<file path="src/hw/tetris_grid_pkg.sv">
package tetris_grid_pkg;

  //////////////////////////////////////////////////////////////////////
  // board geometry
  //////////////////////////////////////////////////////////////////////

  localparam int GRID_ROWS = 22;
  localparam int GRID_COLS = 10;

  // 0 is an empty cell
  typedef logic [2:0] cell_t;

  // colour of a locked cell is the ordinal plus one
  typedef enum logic [2:0] {
    PK_O,
    PK_I,
    PK_T,
    PK_S,
    PK_Z,
    PK_J,
    PK_L
  } piece_kind_t;

  // top left corner of the 4x4 box
  typedef struct packed {
    piece_kind_t       kind;
    logic [1:0]        rot;
    logic [4:0]        row;
    logic signed [4:0] col;  // may go below 0 at the left wall
  } piece_pos_t;

  typedef cell_t [GRID_COLS-1:0] row_t;

  localparam logic [4:0]        SPAWN_ROW = 5'd0;
  localparam logic signed [4:0] SPAWN_COL = 5'sd3;

endpackage

</file>
<file path="src/hw/piece_gen.sv">
`timescale 1ns/10ps

module piece_gen
  import tetris_grid_pkg::*;
(
  input  logic        clk,
  input  logic        rst,
  input  logic        take_i,
  input  logic        preset_en_i,
  input  piece_kind_t preset_kind_i,
  output piece_kind_t kind_o
);

  piece_kind_t seq_q;
  logic        preset_ok;

  // kind 7 has no shape, fall back to the sequence
  assign preset_ok = preset_en_i && (preset_kind_i <= PK_L);
  assign kind_o    = preset_ok ? preset_kind_i : seq_q;

  always_ff @(posedge clk or posedge rst) begin
    if (rst) begin
      seq_q <= PK_O;
    end else if (take_i) begin
      // sequence keeps moving under a preset too
      if (seq_q == PK_L) begin
        seq_q <= PK_O;
      end else begin
        seq_q <= piece_kind_t'(seq_q + 3'd1);
      end
    end
  end

endmodule

</file>
<file path="config.mk">
export PLATFORM = sky130hd
export DESIGN_NAME = piece_gen
export DESIGN_NICKNAME = d
export VERILOG_FILES = /design/src/hw/tetris_grid_pkg.sv /design/src/hw/piece_gen.sv
export SDC_FILE = /design/constraint.sdc
export NUM_CORES = 1
export LEC_CHECK = 0
export ABC_AREA = 1
export ABC_CLOCK_PERIOD_IN_PS = 800
export BUFFER_PORTS_ARGS = -buffer_cell sky130_fd_sc_hd__buf_2
export CORE_AREA = 2 2 39 41
export CTS_CLUSTER_SIZE = 10
export DETAILED_ROUTE_END_ITERATION = 6
export DIE_AREA = 0 0 41 43
export GPL_ROUTABILITY_DRIVEN = 0
export PLACE_DENSITY = 0.38
export SLEW_MARGIN = 40
export SYNTH_ARGS = -nofsm -noshare
export SYNTH_HDL_FRONTEND = slang
export SYNTH_SLANG_ARGS = --single-unit
</file>
<file path="constraint.sdc">
create_clock -name clk -period 0.8 [get_ports clk]
set_input_delay 0.08 -clock clk [delete_from_list [all_inputs] [get_ports clk]]
set_output_delay 0.08 -clock clk [all_outputs]
set_load 0.01 [all_outputs]
</file>
==> qor.csv <==
stage,metric,value,unit
layout,fill_cells,159,
drt,wl_per_cell,8.16,microns
layout,final_cell_mix,"9 x nand2_1, 9 x buf_2, 3 x nand3_1, 3 x clkbuf_4, 3 x dfrtp_1",
worst_setup_path,crit_path_cell_trace,nand2_1 -> nand2_1 -> buf_2,
logic_synthesis,ys_seq_area_share,39.2,%
drt,ant_nets,0,
logic_synthesis,yosysWarningCount,0,
sta,worst_pin_slew,0.126,ns
sta,worst_slack,-0.136,ns
sta,fin_crit_sh,117,%
die,rows,14,
cts,cts_buffers,3,
layout,area_growth,81.7,%
status,status,"complete, but fails checks",
sta,grt_setup_unrepaired,true,
worst_setup_path,critPathLaunchType,flip-flop,
worst_setup_path,cp.arrival,0.86,ns
logic_synthesis,synthCells,28,
layout,finalNetCount,54,
cts,htreeDepth,1,
layout,largest_reg_flops,3,
die,core_area,1380,sq um
worst_setup_path,critPathMaxFanout,3,
power_and_ir_drop,swShare,36.8,%
layout,largest_register,seq_q,
layout,multi_input_area,116,sq um
die,chipHeight,43,microns
placed_design,io_buffers,9,
min_path,hp-class,in2reg,
worst_setup_path,cp-end-kind,output pin,
power_and_ir_drop,leakage,0.192,nW
drt,drc,0,
drt,drtPass1Iterations,2,
logic_synthesis,synth-seq-cells,3,
die,ios,10,
job,cap_violations,0,
die,die_area,1760,sq um
placed_design,dp.cells,53,
logic_synthesis,avgSynthCellArea,6.84,sq um
cts,clk-insertion-delay-late,0.23,ns
cts,clk_pin_slew_worst_paths,0.04,ns
die,initial_utilization,13.8,%
power_and_ir_drop,share_clk_of_total_power,23.8,%
sta,period_minus_slack,0.936,ns
power_and_ir_drop,ir_worst_vdd,0.00111,V
cts,cts_max_path_buffers,2,
global_routing,grt_start_max_net_pins,5,
cts,cts_tree,built,
worst_setup_path,critPathKind,reg2out,
sta,finalHoldViolCount,0,
logic_synthesis,synth_cell_types,11,
sta,finalSetupViolCount,6,
global_routing,grt_use_total,7.26,%
worst_setup_path,cpMaxStageDelayCell,dfrtp_1,
global_routing,grt_pass1_vias,225,
drt,via_count,230,
sta,totalNegativeSetupSlack,-0.558,ns
power_and_ir_drop,p_per_area,3180,nW/um^2
drt,first_iter_violations,3,
layout,diodes,0,
sta,skew,0.00167,ns
cts,clock-sinks,3,
layout,drive_above_1_share,50.0,%
cts,cts_root_buf,clkbuf_4,
sta,slew_headroom,91.3,%
power_and_ir_drop,pwr-share-seq,25.1,%
drt,routed_via_density,3.71,
global_routing,grt_first_pass_wirelength,772,microns
power_and_ir_drop,internal-power,699,uW
worst_setup_path,cpMostUsedCell,nand2_1,
layout,reg.largest.list,seq_q: 3 flops,
logic_synthesis,syn-num-nets,35,
power_and_ir_drop,p_switching,407,uW
logic_synthesis,netlist_area,191,sq um
global_routing,overflow,0,
worst_setup_path,required,0.72,ns
layout,final-seq-area,75.1,sq um
worst_setup_path,critPathMaxStageDelay,0.39,ns
die,die_x,41,microns
power_and_ir_drop,combPwrFrac,51.1,%
sta,fmax,1.07,GHz
status,violations,setup timing,
global_routing,antenna_found_initial,0,
drt,drt-total-wl,506,microns
layout,instances_no_fill,62,
worst_setup_path,rrSetupSlack,-0.09,ns
sta,maxSlewViolCount,0,
power groups by stage:
stage / combinational, mW / clock [mW] / sequential (mW)
CTS: 0.454 / 0.284 / 0.278
global route: 0.642 / 0.304 / 0.287
global placement: 0.301 / 0 / 0.303
detailed placement: 0.298 / 0 / 0.301
finish: 0.565 / 0.264 / 0.277
floorplan: 0.210 / 0 / 0.288
cell usage after synthesis (all sizes together):
cell type / count / share of area (%)
nand2: 11 / 23
nor2: 2 / 3.9
mux2i: 1 / 5.2
a21oi: 2 / 5.2
dfrtp: 3 / 39
nand3: 4 / 13
o21ai: 1 / 2.6
inv: 4 / 7.8
final cells by class:
cell class | count | area share [%]
clock buffers | 4 | 7.55
inverters | 4 | 5.04
multi-input cells | 21 | 33.5
well taps | 16 | 5.76
flip-flops and latches | 3 | 21.6
repair buffers | 14 | 26.6
per-stage QoR:
stage          power, mW  util (%)  hold slack [ns]  cell area, sq um  setup slack (ns)
2_1_floorplan      0.498         -           -0.166               191            0.0567
5_1_grt             1.23      25.1            0.121               348            -0.191
4_1_cts             1.02      23.5           0.0781               325            -0.163
3_5_place_dp       0.599      18.5          -0.0516               256           0.00231
3_3_place_gp       0.603      18.5          -0.0510               256           0.00417
6_report            1.11      25.1            0.123               348            -0.136
logic make-up (layout without fill, tap and decap cells):
group,count (synthesis),count (layout),share of synthesized area (%)
buf+inv,4,22,7.84
mux,1,1,5.23
flops,3,3,39.2
simple gates,17,17,39.9
compound gates,3,3,7.84
per-layer routing:
layer / wire length (microns) / up-vias / GRT usage, %
met2: 236 / 9 / 8.75
met4: 0 / 0 / 8.00
met3: 37 / 0 / 4.71
met5: 0 / - / 0
li1: - / 124 / -
met1: 232 / 97 / 7.49
critical path, delay by kind of cell (launching register included):
family                 cells  cell delay [ns]
DFF                        1             0.39
buffers and inverters      1             0.13
and+or+nand+nor            2             0.11
worst paths after layout:
kind,startpoint,end,cells after the start
min reg2reg,seq_q[2],seq_q[0],3
min in group asynchronous,rst,seq_q[0],3
max reg2reg,seq_q[0],seq_q[2],5
max in group asynchronous,rst,seq_q[2],3
max,seq_q[2],kind_o[2],3
min,take_i,seq_q[0],2
what timing repair did:
action	CTS	global route
setup buffers	3	1
pin swaps	4	2
setup endpoints to repair	4	6
gates cloned	0	0
hold buffers	1	0
gates resized for setup	3	5
hold endpoints to repair	3	0
No activity file was read; power rests on OpenSTA's default activity.
