===== src/hw/tetris_grid_pkg.sv =====
package tetris_grid_pkg;

  //////////////////////////////////////////////////////////////////////
  // board geometry
  //////////////////////////////////////////////////////////////////////

  localparam int GRID_ROWS = 22;
  localparam int GRID_COLS = 10;

  // 0 is an empty cell
  typedef logic [2:0] cell_t;

  // colour of a locked cell is the ordinal plus one
  typedef enum logic [2:0] {
    PK_O,
    PK_I,
    PK_T,
    PK_S,
    PK_Z,
    PK_J,
    PK_L
  } piece_kind_t;

  // top left corner of the 4x4 box
  typedef struct packed {
    piece_kind_t       kind;
    logic [1:0]        rot;
    logic [4:0]        row;
    logic signed [4:0] col;  // may go below 0 at the left wall
  } piece_pos_t;

  typedef cell_t [GRID_COLS-1:0] row_t;

  localparam logic [4:0]        SPAWN_ROW = 5'd0;
  localparam logic signed [4:0] SPAWN_COL = 5'sd3;

endpackage


===== src/hw/piece_rom.sv =====
`timescale 1ns/10ps

module piece_rom
  import tetris_grid_pkg::*;
(
  input  piece_kind_t kind_i,
  input  logic [1:0]  rot_i,
  output logic [15:0] mask_o
);

  // msb first: box row 0 cols 0..3, then row 1 and so on
  always_comb begin
    mask_o = '0;
    case (kind_i)
      PK_O: mask_o = 16'b1100_1100_0000_0000;  // same in every rotation
      PK_I: case (rot_i)
        2'd0: mask_o = 16'b0000_1111_0000_0000;
        2'd1: mask_o = 16'b0010_0010_0010_0010;
        2'd2: mask_o = 16'b0000_0000_1111_0000;
        2'd3: mask_o = 16'b0100_0100_0100_0100;
      endcase
      PK_T: case (rot_i)
        2'd0: mask_o = 16'b0100_1110_0000_0000;
        2'd1: mask_o = 16'b0100_0110_0100_0000;
        2'd2: mask_o = 16'b0000_1110_0100_0000;
        2'd3: mask_o = 16'b0100_1100_0100_0000;
      endcase
      PK_S: case (rot_i)
        2'd0: mask_o = 16'b0110_1100_0000_0000;
        2'd1: mask_o = 16'b0100_0110_0010_0000;
        2'd2: mask_o = 16'b0000_0110_1100_0000;
        2'd3: mask_o = 16'b1000_1100_0100_0000;
      endcase
      PK_Z: case (rot_i)
        2'd0: mask_o = 16'b1100_0110_0000_0000;
        2'd1: mask_o = 16'b0010_0110_0100_0000;
        2'd2: mask_o = 16'b0000_1100_0110_0000;
        2'd3: mask_o = 16'b0100_1100_1000_0000;
      endcase
      PK_J: case (rot_i)
        2'd0: mask_o = 16'b1000_1110_0000_0000;
        2'd1: mask_o = 16'b0110_0100_0100_0000;
        2'd2: mask_o = 16'b0000_1110_0010_0000;
        2'd3: mask_o = 16'b0100_0100_1100_0000;
      endcase
      PK_L: case (rot_i)
        2'd0: mask_o = 16'b0010_1110_0000_0000;
        2'd1: mask_o = 16'b0100_0100_0110_0000;
        2'd2: mask_o = 16'b0000_1110_1000_0000;
        2'd3: mask_o = 16'b1100_0100_0100_0000;
      endcase
      default: mask_o = '0;  // unused encoding
    endcase
  end

endmodule


===== config.mk =====
export PLATFORM = sky130hd
export DESIGN_NAME = piece_rom
export DESIGN_NICKNAME = d
export VERILOG_FILES = /design/src/hw/tetris_grid_pkg.sv /design/src/hw/piece_rom.sv
export SDC_FILE = /design/constraint.sdc
export NUM_CORES = 1
export LEC_CHECK = 0
export BUFFER_PORTS_ARGS = -buffer_cell sky130_fd_sc_hd__buf_4
export CAP_MARGIN = 25
export CORE_MARGIN = 4
export CORE_UTILIZATION = 40
export DETAILED_ROUTE_END_ITERATION = 16
export GPL_TIMING_DRIVEN = 0
export PLACE_DENSITY = 0.66
export SLEW_MARGIN = 20
export SYNTH_ARGS = -nofsm -noshare
export SYNTH_HDL_FRONTEND = slang
export SYNTH_SLANG_ARGS = --single-unit
export TNS_END_PERCENT = 20

===== constraint.sdc =====
create_clock -name vclk -period 1.75
set_clock_uncertainty 0.2 [all_clocks]
set_input_delay 0.175 -clock vclk [all_inputs]
set_output_delay 0.175 -clock vclk [all_outputs]
set_load 0.005 [all_outputs]

==> impl_metrics.json <==
{
  "viasPerCell": 5.64,
  "regArea_sq_um": 0,
  "wl_per_cell_microns": 13.3,
  "status": "finished, final reports clean",
  "grt_max_degree": 11,
  "powerDensity_nw_per_um2": 252,
  "drt_iter0_markers": 10,
  "whs_ns": 0.558,
  "grtUsageTotal": 0.145,
  "rows": 13,
  "antenna_found_initial": 0,
  "fmax_mhz": 578,
  "grt_overflow": 0,
  "power_leakage_nw": 0.404,
  "finalCritPeriodShare": 0.989,
  "drive_above_1_share": 0.427,
  "end_kind": "output port",
  "finalHoldViolCount": 0,
  "drv_slew": 0,
  "fin_cells": 118,
  "dp.cells": 114,
  "ir_drop_mv": 0.111,
  "initial_utilization": 0.441,
  "critPathMaxFanout": 4,
  "start_kind": "primary input",
  "die_w_microns": 46.8,
  "areaGrowthSynthToFinish_pct": 40.9,
  "crit_type": "primary input to output port",
  "fin_crit_ns": 1.73,
  "io_buffers": 17,
  "core_area_sq_um": 1370,
  "ys_seq_area_frac": 0,
  "gp_congestion": 0.779,
  "ant_nets": 0,
  "design.seq.count": 0,
  "synth_cell_types": 36,
  "yosysWarningCount": 0,
  "grt_util_met1": 0.200,
  "grt-busiest-layer": "met2",
  "met2_usage": 0.268,
  "cp.arrival_ns": 1.36,
  "dieArea_sq_um": 2190,
  "die_h_microns": 46.8,
  "vias": 665,
  "synthesis.area_sq_um": 603,
  "syn_inst": 80,
  "rsz0062_at_grt": "true",
  "postLayoutCoreUtil": 0.622,
  "crit_start": "rot_i[0]",
  "clkbuf_count": 0,
  "grt_pass1_wl_mm": 2.46,
  "critPathCapture": "mask_o[11]",
  "grt_util_met3": 0,
  "drt_pass1_iterations": 5,
  "nets": 117,
  "drc_errors": 0,
  "ios": 21,
  "required_ns": 1.37,
  "hpwl_mm": 1.13,
  "hold_path_class": "primary input to output port",
  "num_antenna_cells": 0,
  "drt-total-wl_mm": 1.57,
  "max_cap_viol_count": 0,
  "grt_pass1_vias": 559,
  "setup_viol": 0,
  "avgSynthCellArea_sq_um": 7.54
}
==> kinds of logic after synthesis <==
logic type | after synthesis | synth area share
AOI/OAI and AO/OA | 24 | 0.290
xor gates and xnor gates | 1 | 0.0270
adders and majority gates | 7 | 0.145
buffers and inverters | 15 | 0.187
muxes | 2 | 0.0332
other | 1 | 0.00622
and+or+nand+nor | 30 | 0.311
==> layout make-up <==
cell class                 count  area [sq um]
buffer                        10          93.8
timing repair buffer          21           169
inverter                       5          28.8
fill                         140           517
tap                           15          18.8
multi-input combinational     67           539
==> report_power, final <==
part	switching, W	internal (W)	total [W]
logic	0.0000985	0.000116	0.000214
clock network	0	0	0
registers	0	0	0
==> worst min path at each step <==
stage | start | endpoint | slack, ns | cells after the start
6_report | kind_i[0] | mask_o[5] | 0.56 | 4
5_1_grt | kind_i[0] | mask_o[5] | 0.60 | 4
4_1_cts | kind_i[0] | mask_o[5] | 0.56 | 4
3_5_place_dp | kind_i[0] | mask_o[5] | 0.56 | 4
3_3_place_gp | kind_i[0] | mask_o[5] | 0.56 | 4
2_1_floorplan | kind_i[2] | mask_o[1] | 0.34 | 2
==> per-stage QoR <==
step	power [W]	setup TNS, ns	area, sq um	setup slack (ns)
final	0.000214	0	850	0.0185
after global routing	0.000235	-0.0632	850	-0.0287
after CTS	0.000203	0	817	0.00388
after detailed placement	0.000184	-0.450	757	-0.243
after global placement	0.000184	-0.472	757	-0.252
after floorplan	0.000122	0	611	0.0780
==> worst max-delay path, cell delays in order <==
cell and delay [ns]:
buf_6 0.11, inv_6 0.06, ha_4 0.19, or3b_1 0.36, a221oi_2 0.21, or3_1 0.14
buf_4 0.10
==> synthesized netlist by cell type <==
library cell	count	share of area
ha_1	7	0.15
and2_1	5	0.052
buf_4	5	0.062
buf_6	5	0.093
inv_1	5	0.031
nor2_1	5	0.031
a21oi_1	3	0.025
nor2b_1	3	0.031
o21ai_0	3	0.025
or3b_1	3	0.044
a211o_1	2	0.029
a221oi_1	2	0.029
a22o_1	2	0.029
mux2i_1	2	0.033
nand2_1	2	0.012
nand2b_1	2	0.021
nor3_1	2	0.017
nor3b_1	2	0.025
o21ai_1	2	0.017
o22ai_1	2	0.021
a2111oi_2	1	0.025
a21o_2	1	0.015
a22oi_1	1	0.012
a31oi_1	1	0.010
and2b_1	1	0.012
and3b_1	1	0.015
conb_1	1	0.0062
nand3_1	1	0.0083
nand3b_1	1	0.012
nor3b_2	1	0.021
o21a_1	1	0.012
o21bai_1	1	0.012
o311ai_1	1	0.015
o32ai_1	1	0.015
or3_1	1	0.010
xor2_2	1	0.027
==> per-layer routing <==
layer | routed length (microns) | part of all wire | vias up
met5 | 0 | 0 | -
met4 | 0 | 0 | 0
li1 | - | - | 331
met3 | 68 | 0.043 | 0
met1 | 698 | 0.45 | 314
met2 | 801 | 0.51 | 20
==> cell usage in the layout (no fill, tap or decap), types with 3 or more instances in the layout <==
cell type / count
nor2_1: 4
inv_1: 3
or3b_1: 3
nor2b_1: 3
ha_1: 5
conb_1: 3
buf_4: 24
a21oi_1: 3
and2_1: 5
buf_6: 6
==> what timing repair did <==
action	CTS	global route
cloned	0	0
gates resized for setup	13	8
endpoints found under the setup margin	3	3
pin swaps	4	5
hold buffers	0	0
buffers inserted	2	2
hold endpoints to repair	0	0
No activity file was read; power rests on OpenSTA's default activity.
