--- src/hw/tetris_grid_pkg.sv ---
package tetris_grid_pkg;

  //////////////////////////////////////////////////////////////////////
  // board geometry
  //////////////////////////////////////////////////////////////////////

  localparam int GRID_ROWS = 22;
  localparam int GRID_COLS = 10;

  // 0 is an empty cell
  typedef logic [2:0] cell_t;

  // colour of a locked cell is the ordinal plus one
  typedef enum logic [2:0] {
    PK_O,
    PK_I,
    PK_T,
    PK_S,
    PK_Z,
    PK_J,
    PK_L
  } piece_kind_t;

  // top left corner of the 4x4 box
  typedef struct packed {
    piece_kind_t       kind;
    logic [1:0]        rot;
    logic [4:0]        row;
    logic signed [4:0] col;  // may go below 0 at the left wall
  } piece_pos_t;

  typedef cell_t [GRID_COLS-1:0] row_t;

  localparam logic [4:0]        SPAWN_ROW = 5'd0;
  localparam logic signed [4:0] SPAWN_COL = 5'sd3;

endpackage

--- src/hw/tetris_game_pkg.sv ---
package tetris_game_pkg;
  import tetris_grid_pkg::*;

  localparam int WB_ADR_W = 6;
  localparam int WB_DAT_W = 32;

  //////////////////////////////////////////////////////////////////////
  // register map, word addresses
  //////////////////////////////////////////////////////////////////////

  localparam logic [WB_ADR_W-1:0] REG_CTRL     = 6'd0;   // write, command op
  localparam logic [WB_ADR_W-1:0] REG_STATUS   = 6'd1;
  localparam logic [WB_ADR_W-1:0] REG_LINES    = 6'd2;
  localparam logic [WB_ADR_W-1:0] REG_PRESET   = 6'd3;   // bit 3 enable, 2..0 kind
  localparam logic [WB_ADR_W-1:0] REG_ROW_BASE = 6'd32;  // row r at 32 + r

  typedef enum logic [2:0] {
    ST_IDLE,
    ST_PLAY,
    ST_MOVE,
    ST_LOCK,
    ST_CLEAR,
    ST_SPAWN,
    ST_OVER
  } game_state_t;

  typedef enum logic [2:0] {
    OP_START,
    OP_LEFT,
    OP_RIGHT,
    OP_ROT_CW,
    OP_ROT_CCW,
    OP_DROP
  } cmd_op_t;

  typedef struct packed {
    logic    valid;
    cmd_op_t op;
  } host_cmd_t;

  typedef struct packed {
    game_state_t state;
    logic        busy;
    logic        game_over;
    piece_pos_t  pos;  // active piece, not part of the readback rows
  } status_t;

endpackage

--- src/hw/tetris_ctrl.sv ---
`timescale 1ns/10ps

module tetris_ctrl
  import tetris_grid_pkg::*;
  import tetris_game_pkg::*;
(
  input  logic        clk,
  input  logic        rst,
  input  host_cmd_t   cmd_i,
  input  logic        fits_i,
  input  piece_kind_t next_kind_i,
  input  logic        clear_done_i,
  input  logic [2:0]  rows_removed_i,
  output logic        cmd_ready_o,
  output piece_pos_t  cand_o,
  output logic        take_o,
  output logic        lock_o,
  output logic        clear_start_o,
  output logic        grid_reset_o,
  output status_t     status_o,
  output logic [15:0] lines_o,
  output logic        game_over_o
);

  game_state_t state_q;
  game_state_t state_d;
  piece_pos_t  pos_q;
  cmd_op_t     op_q;
  logic [15:0] lines_q;
  logic        busy;
  logic        accept;

  assign busy        = !(state_q inside {ST_IDLE, ST_PLAY, ST_OVER});
  assign cmd_ready_o = !busy;
  assign accept      = cmd_i.valid && cmd_ready_o;
  assign lock_o      = (state_q == ST_LOCK);
  assign clear_start_o = (state_q == ST_LOCK);  // scan starts on the locked grid
  assign game_over_o = (state_q == ST_OVER);
  assign lines_o     = lines_q;
  assign status_o    = '{state: state_q, busy: busy, game_over: game_over_o, pos: pos_q};

  //////////////////////////////////////////////////////////////////////
  // candidate position
  //////////////////////////////////////////////////////////////////////

  always_comb begin
    cand_o = pos_q;  // lock uses the active piece as is
    case (state_q)
      ST_MOVE: begin
        case (op_q)
          OP_LEFT:    cand_o.col = pos_q.col - 5'sd1;
          OP_RIGHT:   cand_o.col = pos_q.col + 5'sd1;
          OP_ROT_CW:  cand_o.rot = pos_q.rot + 2'd1;  // wraps mod 4
          OP_ROT_CCW: cand_o.rot = pos_q.rot - 2'd1;
          OP_DROP:    cand_o.row = pos_q.row + 5'd1;
          default:    cand_o = pos_q;
        endcase
      end
      ST_SPAWN: begin
        cand_o = '{kind: next_kind_i, rot: 2'd0, row: SPAWN_ROW, col: SPAWN_COL};
      end
      default: cand_o = pos_q;
    endcase
  end

  //////////////////////////////////////////////////////////////////////
  // game FSM
  //////////////////////////////////////////////////////////////////////

  always_comb begin
    state_d      = state_q;
    grid_reset_o = 1'b0;
    take_o       = 1'b0;
    case (state_q)
      ST_IDLE, ST_OVER: begin
        if (accept && cmd_i.op == OP_START) begin
          grid_reset_o = 1'b1;
          state_d      = ST_SPAWN;
        end
      end
      ST_PLAY: begin
        // start and unknown ops are taken and dropped
        if (accept && cmd_i.op inside {OP_LEFT, OP_RIGHT, OP_ROT_CW, OP_ROT_CCW, OP_DROP}) begin
          state_d = ST_MOVE;
        end
      end
      ST_MOVE: begin
        if (!fits_i && op_q == OP_DROP) begin
          state_d = ST_LOCK;  // landed
        end else begin
          state_d = ST_PLAY;
        end
      end
      ST_LOCK: state_d = ST_CLEAR;
      ST_CLEAR: begin
        if (clear_done_i) begin
          state_d = ST_SPAWN;
        end
      end
      ST_SPAWN: begin
        take_o  = fits_i;
        state_d = fits_i ? ST_PLAY : ST_OVER;
      end
      default: state_d = ST_IDLE;
    endcase
  end

  always_ff @(posedge clk or posedge rst) begin
    if (rst) begin
      state_q <= ST_IDLE;
      pos_q   <= '0;
      lines_q <= '0;
    end else begin
      state_q <= state_d;
      if (grid_reset_o) begin
        lines_q <= '0;
      end else if (state_q == ST_CLEAR && clear_done_i) begin
        lines_q <= lines_q + 16'(rows_removed_i);
      end
      if ((state_q == ST_MOVE || state_q == ST_SPAWN) && fits_i) begin
        pos_q <= cand_o;
      end
    end
  end

  always_ff @(posedge clk) begin
    if (state_q == ST_PLAY && accept) begin
      op_q <= cmd_i.op;
    end
  end

  // the piece being written still sits on empty cells inside the board
  a_lock_fits : assert property (@(posedge clk) disable iff (rst) lock_o |-> fits_i)
    else $error("lock of a piece that does not fit the grid");

  // playfield reports done only while the FSM waits for it
  a_clear_wait : assert property (@(posedge clk) disable iff (rst)
    clear_done_i |-> state_q == ST_CLEAR)
    else $error("line clear done seen outside the clear state");

endmodule

--- config.mk ---
export PLATFORM = sky130hd
export DESIGN_NAME = tetris_ctrl
export DESIGN_NICKNAME = d
export VERILOG_FILES = /design/src/hw/tetris_grid_pkg.sv /design/src/hw/tetris_game_pkg.sv /design/src/hw/tetris_ctrl.sv
export SDC_FILE = /design/constraint.sdc
export NUM_CORES = 1
export LEC_CHECK = 0
export ABC_AREA = 1
export BUFFER_PORTS_ARGS = -buffer_cell sky130_fd_sc_hd__buf_2
export CAP_MARGIN = 30
export CORE_MARGIN = 1.5
export CORE_UTILIZATION = 40
export CTS_CLUSTER_SIZE = 16
export DETAILED_ROUTE_END_ITERATION = 7
export PLACE_DENSITY = 0.66
export SETUP_SLACK_MARGIN = 0.4
export SLEW_MARGIN = 20
export SYNTH_ARGS = -nofsm -noshare
export SYNTH_HDL_FRONTEND = slang
export SYNTH_SLANG_ARGS = --single-unit
export TNS_END_PERCENT = 20
--- constraint.sdc ---
create_clock -name clk -period 1.85 [get_ports clk]
set_input_delay 0.37 -clock clk [delete_from_list [all_inputs] [get_ports clk]]
set_output_delay 0.37 -clock clk [all_outputs]
set_load 0.1 [all_outputs]
==> results.yml <==
route:
  via_per_inst: 5.239
  drtAntennaViolNets: 0
  wl_met1_um: 3775
  drt_iter0_drc: 195
  vias: 3028
  dr_wl_met2_um: 4523
  drc: 0
  routed_wl_um: 8947
  wire_per_inst_um: 15.48
  maxUsedRoutingLayer: "met4"
  wl_met3_um: 383
  drtPass1Iterations: 4
clock_tree:
  h-tree-depth: 2
  cts_buffers: 5
  clkSinkCount: 37
  clock_path_buffers: 2
  tritoncts: "done"
  cts-root-buf: "clkbuf_8"
  insertion_delay_ns: 0.29
  ctsHoldBuffers: 0
  cts.clk_slew.worst_paths_ns: 0.08
grt:
  grt_pass1_wl_um: 13370
  antenna_found_initial: 0
  grt_util_all_layers_pct: 23.59
  gr-total-overflow: 0
  first_global_vias: 2828
  grt_max_degree: 35
flow_run:
  cap_viol_max_count: 0
finish:
  final_core_util_pct: 79.69
  fillers: 368
  diodes: 0
  final_cells: 578
  nNetsFinal: 525
  final_layout_size_suffix_gt1_share_pct: 54.08
  synthToLayoutAreaGrowth_pct: 88.75
sta:
  grt_setup_unrepaired: "yes"
  period_needed_ns: 2.391
  min_period_over_period_pct: 129.2
  finalHoldViolations: 0
  fin_setup_tns_ns: -6.333
  setup_ws_ns: -0.5411
  slew_headroom_pct: 67.94
  finalClockSkew_ns: 0.008553
  max_freq_ghz: 0.4182
  setup_viol: 20
  slew_violations: 0
  worst_pin_slew_ns: 0.4810
worst_setup_path:
  worstSetupPathType: "register to output port"
  crit_start: "op_q[1]$_DFFE_PP_"
  r2r-end: "status_o[10]$_DFFE_PP0P_"
  start_kind: "register"
  worst-path-max-fanout: 5
  endpoint: "cand_o[4]"
  required_ns: 1.48
  timing.rr.start: "op_q[1]$_DFFE_PP_"
  endpoint_kind: "output port"
  crit_arrival_ns: 2.02
  rrSetupSlack_ns: -0.02
  worst-r2r-cell-count: 12
yosys:
  yosysSeqAreaShare_pct: 36.77
  synth.distinct_cells: 34
  synth_edf_count: 3
  ys_warn_count: 0
  ys_async_sr_fraction_pct: 91.89
  syn-mean-instance-area_um2: 6.805
  synthesis.nets: 399
  synth_flop_cell: "dfrtp_1"
  syn_inst: 376
  syn_area_mm2: 0.002559
  ys_seq_elements: 37
placement:
  port_buffers: 70
  dpl_worst_slack_ns: -0.3313
  gp_congestion: 0.8507
  placedCellCount: 552
  hpwlAfterDp_um: 5535
die:
  die-area_mm2: 0.006886
  start_util_pct: 42.22
  core_area_mm2: 0.006061
  io_pins: 71
  die-height_um: 82.98
  die-width_um: 82.98
  placementRows: 28
run_status:
  violations: "negative setup slack"
  run_status: "finished, violations left"
worst_hold_path:
  hold_class: "primary input to async pin"
==> metal layers <==
metal  up-vias  global-route usage (%)
li1       1448                       -
met4         0                   8.182
met5         -                       0
met3        22                   3.579
met2        99                   39.17
met1      1459                   31.39
==> through the flow <==
step | hold slack [ns] | area [µm²]
3_5_place_dp | 0.4976 | 3865
4_1_cts | 0.1862 | 4451
2_1_floorplan | 0.4689 | 2838
3_3_place_gp | 0.4882 | 3865
6_report | 0.1801 | 4830
5_1_grt | 0.2459 | 4830
==> layout make-up <==
cell class	count	area [µm²]	share of cell area, %
multi-input cells	274	1986	41.11
repair buffers	127	1418	29.35
clock buffers	7	76.32	1.580
well taps	75	93.84	1.943
flip-flops and latches	37	984.7	20.39
clock inverters	1	8.758	0.1813
inverters	57	262.8	5.440
==> repair_timing <==
item                                    CTS  global route
pin swaps                                26            50
setup buffers                            12             6
resized for setup                       126            86
endpoints found under the setup margin   89            73
==> worst min path at each step <==
| stage | cells past startpoint | to | slack [ns] | start |
|---|---|---|---|---|
| after floorplan | 0 | op_q[0]$_DFFE_PP_ | 0.47 | cmd_i[0] |
| after global placement | 2 | lines_o[0]$_DFFE_PP0P_ | 0.49 | lines_o[0]$_DFFE_PP0P_ |
| after detailed placement | 2 | lines_o[0]$_DFFE_PP0P_ | 0.50 | lines_o[0]$_DFFE_PP0P_ |
| after CTS | 3 | lines_o[11]$_DFFE_PP0P_ | 0.19 | rst |
| after global routing | 3 | status_o[13]$_DFFE_PP0P_ | 0.25 | rst |
| final | 3 | status_o[13]$_DFFE_PP0P_ | 0.18 | rst |
==> state kept, by name, indices dropped and copies added, names as in the netlist <==
| name | cells |
|---|---|
| lines_o | 16 |
| op_q | 3 |
| status_o | 15 |
| state_q | 3 |
==> cell usage after synthesis (all sizes together), types with 2 or more instances <==
library cell | n | area, µm²
edfxtp | 3 | 90.09
and2 | 3 | 18.77
fa | 2 | 40.04
nor3 | 5 | 25.02
nor2 | 39 | 153.9
a21boi | 2 | 15.02
xnor2 | 2 | 17.52
nand2 | 117 | 446.7
nand4 | 7 | 43.79
o21ai | 27 | 135.1
nand3b | 3 | 22.52
buf | 7 | 51.30
nand3 | 40 | 217.7
inv | 57 | 216.5
ha | 7 | 87.58
a21oi | 15 | 86.34
dfrtp | 34 | 850.8
==> worst max-delay path, cell delays in order, from the launching register on <==
cell and delay (ns):
edfxtp_1 0.44, nand3_4 0.14, inv_1 0.08, fa_2 0.38, o21ai_2 0.16, nand3_2 0.10, nand3_2 0.10, nand2_2 0.07
o21ai_4 0.07, buf_12 0.19
==> kinds of logic (layout without fill, tap and decap cells) <==
group | count (synthesis) | count (layout) | share of synthesized area [%]
fa+ha+maj | 9 | 9 | 4.988
simple gates | 215 | 215 | 36.53
buf+inv | 65 | 192 | 10.61
flops | 37 | 37 | 36.77
compound gates | 47 | 47 | 10.07
xor+xnor | 3 | 3 | 1.027
==> layout by cell type, fill, tap and decap left out, types with 2 or more instances in the layout <==
| cell type | netlist | final |
|---|---|---|
| nand2_1 | 114 | 92 |
| buf_4 | 4 | 48 |
| inv_1 | 52 | 37 |
| buf_12 | 0 | 31 |
| buf_6 | 1 | 31 |
| nor2_1 | 36 | 23 |
| nand3_1 | 38 | 23 |
| buf_2 | 2 | 16 |
| dfrtp_1 | 34 | 15 |
| nand2_2 | 3 | 13 |
| nor2_4 | 0 | 11 |
| nand2_4 | 0 | 11 |
| dfrtp_2 | 0 | 11 |
| nand3_4 | 1 | 9 |
| o21ai_4 | 0 | 8 |
| nand3_2 | 1 | 8 |
| o21ai_0 | 20 | 8 |
| inv_2 | 4 | 8 |
| o21ai_2 | 0 | 8 |
| dfrtp_4 | 0 | 8 |
| nand4_1 | 7 | 7 |
| a21oi_2 | 0 | 6 |
| nor2_2 | 3 | 5 |
| a21oi_4 | 1 | 5 |
| clkbuf_8 | 0 | 5 |
| inv_6 | 0 | 4 |
| inv_4 | 1 | 4 |
| a21oi_1 | 14 | 4 |
| nor3_1 | 5 | 4 |
| ha_4 | 0 | 4 |
| o21ai_1 | 7 | 3 |
| and2_4 | 0 | 3 |
| clkinvlp_4 | 0 | 3 |
| nand3b_1 | 3 | 3 |
| ha_1 | 7 | 3 |
| edfxtp_1 | 3 | 3 |
| a21boi_2 | 0 | 2 |
| fa_2 | 0 | 2 |
| clkbuf_1 | 1 | 2 |
Power is not shown: default switching activity piles up to over one toggle a cycle in this logic, so the estimate is an artifact.
