[config.mk]
export PLATFORM = sky130hd
export DESIGN_NAME = tetris_wb_regs
export DESIGN_NICKNAME = d
export VERILOG_FILES = /design/src/hw/tetris_grid_pkg.sv /design/src/hw/tetris_game_pkg.sv /design/src/hw/tetris_wb_regs.sv
export SDC_FILE = /design/constraint.sdc
export NUM_CORES = 1
export LEC_CHECK = 0
export ABC_CLOCK_PERIOD_IN_PS = 2980
export BUFFER_PORTS_ARGS = -buffer_cell sky130_fd_sc_hd__buf_2
export CORE_AREA = 2 2 305 307
export DETAILED_ROUTE_END_ITERATION = 16
export DIE_AREA = 0 0 307 309
export GPL_TIMING_DRIVEN = 0
export PLACE_DENSITY = 0.36
export SYNTH_ARGS = -nofsm -noshare
export SYNTH_HDL_FRONTEND = slang
export SYNTH_SLANG_ARGS = --single-unit
[constraint.sdc]
create_clock -name clk -period 2.98 [get_ports clk]
set_input_delay 0 -clock clk [delete_from_list [all_inputs] [get_ports clk]]
set_output_delay 0 -clock clk [all_outputs]
set_load 0.01 [all_outputs]
[src/hw/tetris_grid_pkg.sv]
package tetris_grid_pkg;

  //////////////////////////////////////////////////////////////////////
  // board geometry
  //////////////////////////////////////////////////////////////////////

  localparam int GRID_ROWS = 22;
  localparam int GRID_COLS = 10;

  // 0 is an empty cell
  typedef logic [2:0] cell_t;

  // colour of a locked cell is the ordinal plus one
  typedef enum logic [2:0] {
    PK_O,
    PK_I,
    PK_T,
    PK_S,
    PK_Z,
    PK_J,
    PK_L
  } piece_kind_t;

  // top left corner of the 4x4 box
  typedef struct packed {
    piece_kind_t       kind;
    logic [1:0]        rot;
    logic [4:0]        row;
    logic signed [4:0] col;  // may go below 0 at the left wall
  } piece_pos_t;

  typedef cell_t [GRID_COLS-1:0] row_t;

  localparam logic [4:0]        SPAWN_ROW = 5'd0;
  localparam logic signed [4:0] SPAWN_COL = 5'sd3;

endpackage

[src/hw/tetris_game_pkg.sv]
package tetris_game_pkg;
  import tetris_grid_pkg::*;

  localparam int WB_ADR_W = 6;
  localparam int WB_DAT_W = 32;

  //////////////////////////////////////////////////////////////////////
  // register map, word addresses
  //////////////////////////////////////////////////////////////////////

  localparam logic [WB_ADR_W-1:0] REG_CTRL     = 6'd0;   // write, command op
  localparam logic [WB_ADR_W-1:0] REG_STATUS   = 6'd1;
  localparam logic [WB_ADR_W-1:0] REG_LINES    = 6'd2;
  localparam logic [WB_ADR_W-1:0] REG_PRESET   = 6'd3;   // bit 3 enable, 2..0 kind
  localparam logic [WB_ADR_W-1:0] REG_ROW_BASE = 6'd32;  // row r at 32 + r

  typedef enum logic [2:0] {
    ST_IDLE,
    ST_PLAY,
    ST_MOVE,
    ST_LOCK,
    ST_CLEAR,
    ST_SPAWN,
    ST_OVER
  } game_state_t;

  typedef enum logic [2:0] {
    OP_START,
    OP_LEFT,
    OP_RIGHT,
    OP_ROT_CW,
    OP_ROT_CCW,
    OP_DROP
  } cmd_op_t;

  typedef struct packed {
    logic    valid;
    cmd_op_t op;
  } host_cmd_t;

  typedef struct packed {
    game_state_t state;
    logic        busy;
    logic        game_over;
    piece_pos_t  pos;  // active piece, not part of the readback rows
  } status_t;

endpackage

[src/hw/tetris_wb_regs.sv]
`timescale 1ns/10ps

module tetris_wb_regs
  import tetris_grid_pkg::*;
  import tetris_game_pkg::*;
(
  input  logic                 clk,
  input  logic                 rst,
  input  logic                 cyc_i,
  input  logic                 stb_i,
  input  logic                 we_i,
  input  logic [WB_ADR_W-1:0]  adr_i,
  input  logic [WB_DAT_W-1:0]  dat_i,
  input  logic                 cmd_ready_i,
  input  status_t              status_i,
  input  logic [15:0]          lines_i,
  input  row_t [GRID_ROWS-1:0] grid_i,
  output logic [WB_DAT_W-1:0]  dat_o,
  output logic                 ack_o,
  output host_cmd_t            cmd_o,
  output logic                 preset_en_o,
  output piece_kind_t          preset_kind_o
);

  logic                req;
  logic                ctrl_wr;
  logic                cmd_done;
  logic [WB_ADR_W-1:0] row_idx;
  logic [WB_DAT_W-1:0] rd_data;
  host_cmd_t           cmd_q;

  assign req      = cyc_i && stb_i && !ack_o;  // one access per strobe
  assign ctrl_wr  = req && we_i && (adr_i == REG_CTRL);
  assign cmd_done = cmd_q.valid && cmd_ready_i;
  assign cmd_o    = cmd_q;
  assign row_idx  = adr_i - REG_ROW_BASE;

  // read mux
  always_comb begin
    rd_data = '0;
    case (adr_i)
      REG_STATUS: rd_data = WB_DAT_W'(status_i);
      REG_LINES:  rd_data = WB_DAT_W'(lines_i);
      REG_PRESET: rd_data = WB_DAT_W'({preset_en_o, preset_kind_o});
      default: begin
        if (adr_i >= REG_ROW_BASE && row_idx < GRID_ROWS) begin
          rd_data = WB_DAT_W'(grid_i[row_idx]);
        end
      end
    endcase
  end

  always_ff @(posedge clk or posedge rst) begin
    if (rst) begin
      cmd_q         <= '0;
      ack_o         <= 1'b0;
      preset_en_o   <= 1'b0;
      preset_kind_o <= PK_O;
    end else begin
      // command writes wait for the controller, the rest finish at once
      ack_o <= cmd_done || (req && !(we_i && adr_i == REG_CTRL));
      if (ctrl_wr && !cmd_q.valid) begin
        cmd_q.valid <= 1'b1;
        cmd_q.op    <= cmd_op_t'(dat_i[2:0]);
      end else if (cmd_done) begin
        cmd_q.valid <= 1'b0;
      end
      if (req && we_i && adr_i == REG_PRESET) begin
        preset_en_o   <= dat_i[3];
        preset_kind_o <= piece_kind_t'(dat_i[2:0]);
      end
    end
  end

  always_ff @(posedge clk) begin
    if (req && !we_i) begin
      dat_o <= rd_data;
    end
  end

  // master holds stb until ack, so ack must drop right after
  a_ack_single : assert property (@(posedge clk) disable iff (rst) ack_o |=> !ack_o)
    else $error("wb ack held for two cycles");

endmodule

==> results of run 1 <==
-- final timing paths --
| path | endpoint | depth (start not counted) | slack, ns |
|---|---|---|---|
| setup / recovery | dat_o[9] | 10 | 0.21 |
| hold / removal | dat_o[11] | 3 | 0.02 |
| setup reg to reg | preset_kind_o[0] | 4 | 1.25 |
| hold reg to reg | cmd_o[2] | 1 | 0.51 |
| max in group asynchronous | preset_kind_o[0] | 3 | 2.40 |
| min in group asynchronous | preset_en_o | 3 | 0.25 |
-- synthesized netlist by cell type, drive strengths merged, types with 2 or more instances --
| cell type | number |
|---|---|
| dfrtp | 9 |
| a221o | 3 |
| nor3 | 2 |
| nand3 | 23 |
| a221oi | 13 |
| nand2 | 56 |
| o31ai | 13 |
| mux2i | 61 |
| buf | 51 |
| clkbuf | 22 |
| nor2 | 7 |
| a2bb2oi | 4 |
| edfxtp | 30 |
| or3 | 2 |
| a22oi | 16 |
| o21ai | 12 |
| inv | 2 |
| o22ai | 24 |
| a211oi | 13 |
| mux2 | 28 |
| and2 | 2 |
| o211ai | 25 |
| nor2b | 18 |
| mux4 | 133 |
| or3b | 2 |
| a21oi | 17 |
-- cell type report --
cell class	count	area share, %
Clock inverter	2	0.2745
Antenna cell	12	0.2353
Buffer	72	3.353
Tap cell	1186	11.63
Clock buffer	6	1.088
Inverter	2	0.05882
Multi-Input combinational cell	482	43.34
Sequential cell	39	8.824
Timing Repair Buffer	769	31.20
-- stage by stage --
stage          instances  worst slack (ns)  utilization [%]
6_report            2570            0.2144            13.97
2_1_floorplan        596            0.6882                -
3_3_place_gp        2529            -2.287            13.40
4_1_cts             2559           0.01241            13.93
5_1_grt             2563           0.03344            13.95
3_5_place_dp        2533           -0.7851            13.51
-- routing by layer --
layer  GRT usage (%)  routed length [microns]  vias to the layer above
met5               0                       62                        -
met4           4.345                     2065                       10
met3           4.398                     5989                       85
met2           21.18                    30580                      606
met1           18.28                    30560                     4661
li1                -                        -                     4116
-- state kept, by name, summed over array words and instances (netlist names) --
register,count
preset_kind_o,3
ack_o,1
dat_o,30
cmd_o,4
preset_en_o,1
-- cells by family after synthesis --
kind of cell,synth area share (%)
flip-flops,16.04
multiplexers,55.84
other,0.05341
buffers and inverters,6.148
AO/OA/AOI/OAI,14.27
AND/OR/NAND/NOR,7.645
-- repair_timing --
action                     CTS  global route
cloned                       0             0
setup endpoints to repair   15             3
hold buffers                18             0
gates resized for setup      8             4
buffers inserted             0             0
hold endpoints to repair    25             0
-- power by group through the flow --
stage          sequential (W)  combinational [W]  clock (W)
6_report             0.000613            0.00168   0.000674
2_1_floorplan        0.000631           0.000711          0
3_3_place_gp         0.000625            0.00164          0
3_5_place_dp         0.000624            0.00167          0
4_1_cts              0.000612            0.00170   0.000724
5_1_grt              0.000614            0.00179   0.000731
-- worst register-to-register path, cell delays in order, from the launching register on --
cell	delay [ns]
dfrtp_1	0.38
nand3b_1	0.24
nor2_1	0.29
nand3_1	0.32
mux2_2	0.38
==> results.yml, run 1 <==
synthesis:
  synth-seq-cells: 39
  synth.distinct_cells: 37
  synth_top_area_cell: "mux4_2"
  ys_seq_area_share_pct: 16.04
  synth_edf_count: 30
  synth_top_area_share_pct: 42.66
  synth_cells: 595
  synthArstFlopShare_pct: 23.08
  synth.area.top_cells: "mux4_2 (43%), edfxtp_1 (13%), mux2i_1 (8.7%)"
  synthFlopType: "edfxtp_1"
  synth_area_per_cell_sq_um: 11.80
  synth_warnings: 0
  synth_area_sq_um: 7022
routing:
  ant_nets: 0
  vias: 9478
  viasPerCell: 3.688
  firstDrtPassIters: 5
  dr.first_iter.drc_count: 534
  wirelength_mm: 69.26
  wl_per_cell_microns: 26.95
  drc: 0
final_layout:
  layout_commonest_cell: "buf_2"
  multi_input_area_sq_um: 5532
  fill_cells: 10440
  area_delta_synth_final_pct: 81.75
  drive_gt1_share_pct: 71.94
  nets: 2111
  design_area_sq_um: 12760
  seqCellArea_sq_um: 1126
  layout_common_cells: "buf_2 (772), mux4_2 (133), mux2i_1 (61)"
pwr:
  powerDensity_nw_per_um2: 232.1
  p_total_w: 0.002963
  p_leak_nw: 5.634
  power_frac_seq_pct: 20.7
  intPower_w: 0.001855
  switching_share_pct: 37.39
  power_switching_w: 0.001108
  comb_power_share_pct: 56.6
  power_frac_clock_pct: 22.8
  ir_drop_uv: 192.0
floorplanning:
  die_w_microns: 307
  coreArea_sq_um: 91390
  die_area_sq_um: 94860
  rows: 111
  initial_utilization_pct: 7.684
  die-height_microns: 309
  ioPinCount: 781
critical_path:
  path_cells: "buf_2 -> buf_2 -> nor2_2 -> buf_16 -> nand2_1 -> nor2_1 -> buf_2 -> a22oi_1 -> dlygate4sd3_1 -> nand2_1"
  max_stage_delay_ns: 0.60
  worstSetupStartpointType: "input pin"
  endpoint_kind: "register"
  crit_top_cell: "buf_2"
  r2r_start: "ack_o"
  path_buf_inv: 5
  path_delay_family: "buffers and inverters"
  critical_path_class: "in2reg"
  path_max_fanout: 10
  crit_path_start: "adr_i[2]"
  worst_path_max_delay_cell: "dlygate4sd3_1"
  worstPathRequired_ns: 3.16
  arrival_ns: 2.94
job:
  timing.max_cap.violations: 0
clocking:
  numCtsBuffers: 5
  path_clk_slew_ns: 0.07
  clockBufferDepth: 2
  clk_latency_ns: 0.30
  root_buffer: "clkbuf_16"
  cts_sinks: 39
  htree_levels: 2
  cts_tree: "yes"
sta:
  hold_viol_final: 0
  max_slew.worst_pin.slew_ns: 1.303
  rsz0062_at_grt: "false"
  drv_slew: 0
  slew_headroom_pct: 12.82
  fmax_ghz: 0.3616
  fin_crit_ns: 2.766
  setup_violations: 0
  fin_crit_sh_pct: 92.81
  hold_slack_ns: 0.01572
  clock_skew_ns: 0.006604
  setup_tns_ns: 0
placement:
  dpl_cell_area_sq_um: 12340
  place_congestion: 0.9492
  portBuffers: 747
  dp_hpwl_mm: 61.82
grt:
  antenna_found_initial: 38
  grt_max_degree: 26
  track_usage_pct: 13.79
  grt_pass1_wl_mm: 87.33
  grt_pass1_vias: 10400
  grt_remaining_overflow: 0
hold_path:
  hp-class: "in2reg"
  hp-start: "lines_i[11]"
status:
  status: "completed"
Power figures use the tool's default switching activity.
==> run 2, diff against run 1 <==
- HOLD_SLACK_MARGIN: default -> 0.02
- RECOVER_POWER: default -> 100
==> results.yml, run 2 (synthesis results as in run 1) <==
clocking:
  cts_tree: "yes"
  root_buffer: "clkbuf_16"
  clockBufferDepth: 2
  post_cts_buffers: 0
  htree_levels: 2
  path_clk_slew_ns: 0.07
  cts_sinks: 39
  clk_latency_ns: 0.30
  numCtsBuffers: 5
grt:
  track_usage_pct: 13.81
  grt_pass1_wl_mm: 87.53
  grt_pass1_vias: 10450
  antenna_found_initial: 38
  grt_max_degree: 26
  grt_remaining_overflow: 0
final_layout:
  drive_gt1_share_pct: 68.28
  final_core_util_pct: 14.00
  layoutNonFillerInstCount: 2584
  layout_commonest_cell: "buf_2"
  layout_common_cells: "buf_2 (729), mux4_2 (133), mux2i_1 (61)"
  nets: 2120
  design_area_sq_um: 12790
  largest_reg_flops: 30
  area_delta_synth_final_pct: 82.18
  regMostFlops: "dat_o"
sta:
  setup_tns_ns: 0
  fmax_ghz: 0.3611
  hold_slack_ns: 0.04732
  clock_skew_ns: 0.005183
  fin_crit_sh_pct: 92.92
  drv_slew: 0
  fin_crit_ns: 2.769
  max_slew.worst_pin.slew_ns: 1.323
  slew_headroom_pct: 11.48
  setup_violations: 0
  rsz0062_at_grt: "false"
  hold_viol_final: 0
critical_path:
  worstSetupStartpointType: "input pin"
  r2r_start: "ack_o"
  ff2ff_setup_slack_ns: 0.69
  endpoint_kind: "register"
  critical_path_class: "in2reg"
  arrival_ns: 2.79
  worstRegToRegCells: 3
  timing.rr.end: "dat_o[22]"
  worstPathRequired_ns: 3.00
  path_max_fanout: 10
routing:
  firstDrtPassIters: 7
  viasPerCell: 3.693
  vias: 9544
  dr.first_iter.drc_count: 543
  drc: 0
  wl_per_cell_microns: 26.83
  wirelength_mm: 69.34
  ant_nets: 0
placement:
  dp_hpwl_mm: 61.82
  dp_cells: 2533
  dpl_cell_area_sq_um: 12340
  place_congestion: 0.9492
  portBuffers: 747
pwr:
  powerDensity_nw_per_um2: 231.3
  p_leak_nw: 5.522
  ir_drop_uv: 190.2
floorplanning:
  die_area_sq_um: 94860
  coreArea_sq_um: 91390
  rows: 111
  initial_utilization_pct: 7.684
  die-height_microns: 309
  die_w_microns: 307
  ioPinCount: 781
job:
  timing.max_cap.violations: 0
hold_path:
  hold_end: "dat_o[14]"
  hp-class: "in2reg"
  hp-start: "status_i[14]"
  hold_path_depth: 3
status:
  status: "completed"
run 2: cell count changes in the layout (fill, tap and decap cells not counted), sizes merged:
| cell | change |
|---|---|
| buf | -46 |
| dlygate4sd3 | +9 |
| diode | +5 |
| clkbuf | +46 |
run 2: area by class of cell:
class / instances / area (sq um)
antenna: 17 / 42.54
buffer: 72 / 427.9
clock buffer: 6 / 138.9
clock inverter: 2 / 35.03
fill: 10460 / 78590
inverter: 2 / 7.507
multi-input combinational: 482 / 5524
sequential: 39 / 1126
tap: 1186 / 1484
timing repair buffer: 778 / 4006
run 2: worst max path at each step:
stage	from	endpoint	slack, ns	depth (start not counted)
6_report	adr_i[1]	dat_o[17]	0.21	7
5_1_grt	adr_i[3]	dat_o[17]	0.03	7
4_1_cts	adr_i[4]	dat_o[5]	0.01	7
3_5_place_dp	adr_i[3]	dat_o[17]	-0.79	8
3_3_place_gp	adr_i[4]	dat_o[19]	-2.29	7
2_1_floorplan	ack_o	dat_o[0]	0.69	2
run 2: per-layer routing:
layer / GRT usage, % / wire [microns] / vias up
met5: 0 / 62 / -
met4: 4.345 / 2072 / 10
met3: 4.392 / 6170 / 77
met2: 21.24 / 30560 / 631
met1: 18.30 / 30470 / 4684
li1: - / - / 4142
run 2: critical path: stages:
cell       delay, ns
clkbuf_2        0.21
nor2b_2         0.54
and2_1          0.21
clkbuf_2        0.53
buf_4           0.46
a2bb2oi_1       0.25
a21oi_1         0.53
run 2: what timing repair did:
action | in CTS | in global routing
hold buffers | 27 | 0
endpoints found under the setup margin | 15 | 3
resized for setup | 8 | 4
endpoints found under the hold margin | 30 | 0
run 2: stage by stage:
step                total power (W)  worst slack [ns]
floorplan                  0.001343            0.6882
global placement           0.002268            -2.287
detailed placement         0.002297           -0.7851
CTS                        0.003042           0.01241
global route               0.003136           0.02589
finish                     0.002959            0.2110
run 2: power breakdown:
group | internal [W] | total [W] | switching, W
combinational | 0.000827 | 0.00167 | 0.000844
clock | 0.000418 | 0.000673 | 0.000256
sequential | 0.000607 | 0.000613 | 0.00000616
total | 0.00185 | 0.00296 | 0.00111
==> run 3, diff against run 2 <==
- ABC_AREA: default -> 0
- MAX_ROUTING_LAYER: default -> met4
==> results.yml, run 3 (synthesis results as in run 1) <==
routing:
  vias: 9413
  firstDrtPassIters: 5
  dr.first_iter.drc_count: 655
  viasPerCell: 3.634
  drc: 0
  ant_nets: 0
  wirelength_mm: 68.91
  wl_per_cell_microns: 26.61
sta:
  setup_violations: 0
  fin_crit_sh_pct: 97.86
  fin_crit_ns: 2.916
  drv_slew: 0
  fmax_ghz: 0.3429
  max_slew.worst_pin.slew_ns: 1.360
  clock_skew_ns: 0.006801
  slew_headroom_pct: 8.966
  rsz0062_at_grt: "false"
  hold_viol_final: 0
critical_path:
  endpoint_kind: "register"
  critical_path_class: "in2reg"
  worstPathRequired_ns: 2.95
  worst_path_max_delay_cell: "clkbuf_1"
  ff2ff_setup_slack_ns: 0.78
  r2r_start: "ack_o"
  path_max_fanout: 10
  arrival_ns: 2.89
  worstSetupStartpointType: "input pin"
  max_stage_delay_ns: 0.76
  path_cells: "buf_2 -> clkbuf_2 -> buf_4 -> clkbuf_1 -> nand2_1 -> o22ai_1 -> a2bb2oi_1 -> a21oi_1"
  worstRegToRegCells: 3
  timing.rr.end: "dat_o[27]"
final_layout:
  layout_commonest_cell: "buf_2"
  area_delta_synth_final_pct: 82.36
  fill_cells: 10470
  final_core_util_pct: 14.01
  layoutNonFillerInstCount: 2590
  drive_gt1_share_pct: 68.23
  largest_reg_flops: 30
  regMostFlops: "dat_o"
  layout_common_cells: "buf_2 (727), mux4_2 (133), mux2i_1 (61)"
  nets: 2121
hold_path:
  hp-class: "in2reg"
  hp-start: "status_i[14]"
  hold_path_depth: 3
  hold_end: "dat_o[14]"
status:
  status: "completed"
pwr:
  p_leak_nw: 5.516
  ir_drop_uv: 163.6
  powerDensity_nw_per_um2: 229.8
clocking:
  numCtsBuffers: 5
  cts_tree: "yes"
  clk_latency_ns: 0.30
  clockBufferDepth: 2
  path_clk_slew_ns: 0.06
  htree_levels: 2
  post_cts_buffers: 0
  cts_sinks: 39
  root_buffer: "clkbuf_16"
grt:
  grt_pass1_wl_mm: 86.62
  grt_pass1_vias: 10110
  grt_remaining_overflow: 0
  grt_max_degree: 26
  track_usage_pct: 14.12
  antenna_found_initial: 31
floorplanning:
  rows: 111
  initial_utilization_pct: 7.684
  coreArea_sq_um: 91390
  ioPinCount: 781
  die_w_microns: 307
  die-height_microns: 309
  die_area_sq_um: 94860
placement:
  portBuffers: 747
  place_congestion: 0.9634
  dp_cells: 2533
  dp_hpwl_mm: 61.44
job:
  timing.max_cap.violations: 0
## run 3: power by group
part	switching [W]	internal, W
sequential	0.00000607	0.000607
clock	0.000254	0.000418
combinational	0.000831	0.000828
## run 3: metrics by stage
stage | area [sq um] | setup TNS (ns) | setup slack, ns | total power, W | hold WS (ns)
floorplan | 7025 | 0 | 0.6882 | 0.001343 | -0.1721
global placement | 12250 | -47.57 | -2.280 | 0.002268 | 0.03280
detailed placement | 12340 | -8.077 | -0.8002 | 0.002299 | 0.03777
CTS | 12820 | 0 | 0.08035 | 0.003035 | 0.02745
global route | 12780 | 0 | 0.01317 | 0.003129 | 0.03805
finish | 12800 | 0 | 0.06365 | 0.002943 | 0.05844
## run 3: metal layers
layer / share of wire [%] / track usage, % / routed length (microns)
met5: 0 / - / 0
met4: 1.6 / 2.632 / 1074
met3: 7.1 / 2.679 / 4870
met2: 46 / 22.05 / 31530
met1: 46 / 19.05 / 31440
## run 3: final cells by class
type | instances | area (sq um) | area share (%)
well taps | 1186 | 1484 | 11.59
repair buffers | 779 | 4018 | 31.38
diodes | 22 | 55.05 | 0.4299
multi-input cells | 482 | 5518 | 43.09
flip-flops and latches | 39 | 1126 | 8.794
inverters | 2 | 7.507 | 0.05863
plain buffers | 72 | 422.9 | 3.303
clock buffers | 6 | 138.9 | 1.085
clock inverters | 2 | 35.03 | 0.2736
## run 3: critical path, delay by kind of cell
family                 cells  cell delay [ns]
buffers and inverters      4             1.44
AOI/OAI and AO/OA          3             1.17
and+or+nand+nor            1             0.26
## run 3: what timing repair did
item / CTS / global route
endpoints found under the setup margin: 15 / 0
hold buffers: 28 / 0
hold endpoints to repair: 30 / 0
resized for setup: 8 / 0
## run 3: worst max-delay path by stage
stage	endpoint	start	cells past startpoint	slack, ns
after CTS	dat_o[6]	adr_i[0]	8	0.08
after detailed placement	dat_o[17]	adr_i[3]	8	-0.80
after global placement	dat_o[19]	adr_i[4]	7	-2.28
after floorplan	dat_o[0]	ack_o	2	0.69
final	dat_o[16]	adr_i[2]	8	0.06
after global routing	dat_o[24]	adr_i[2]	9	0.01
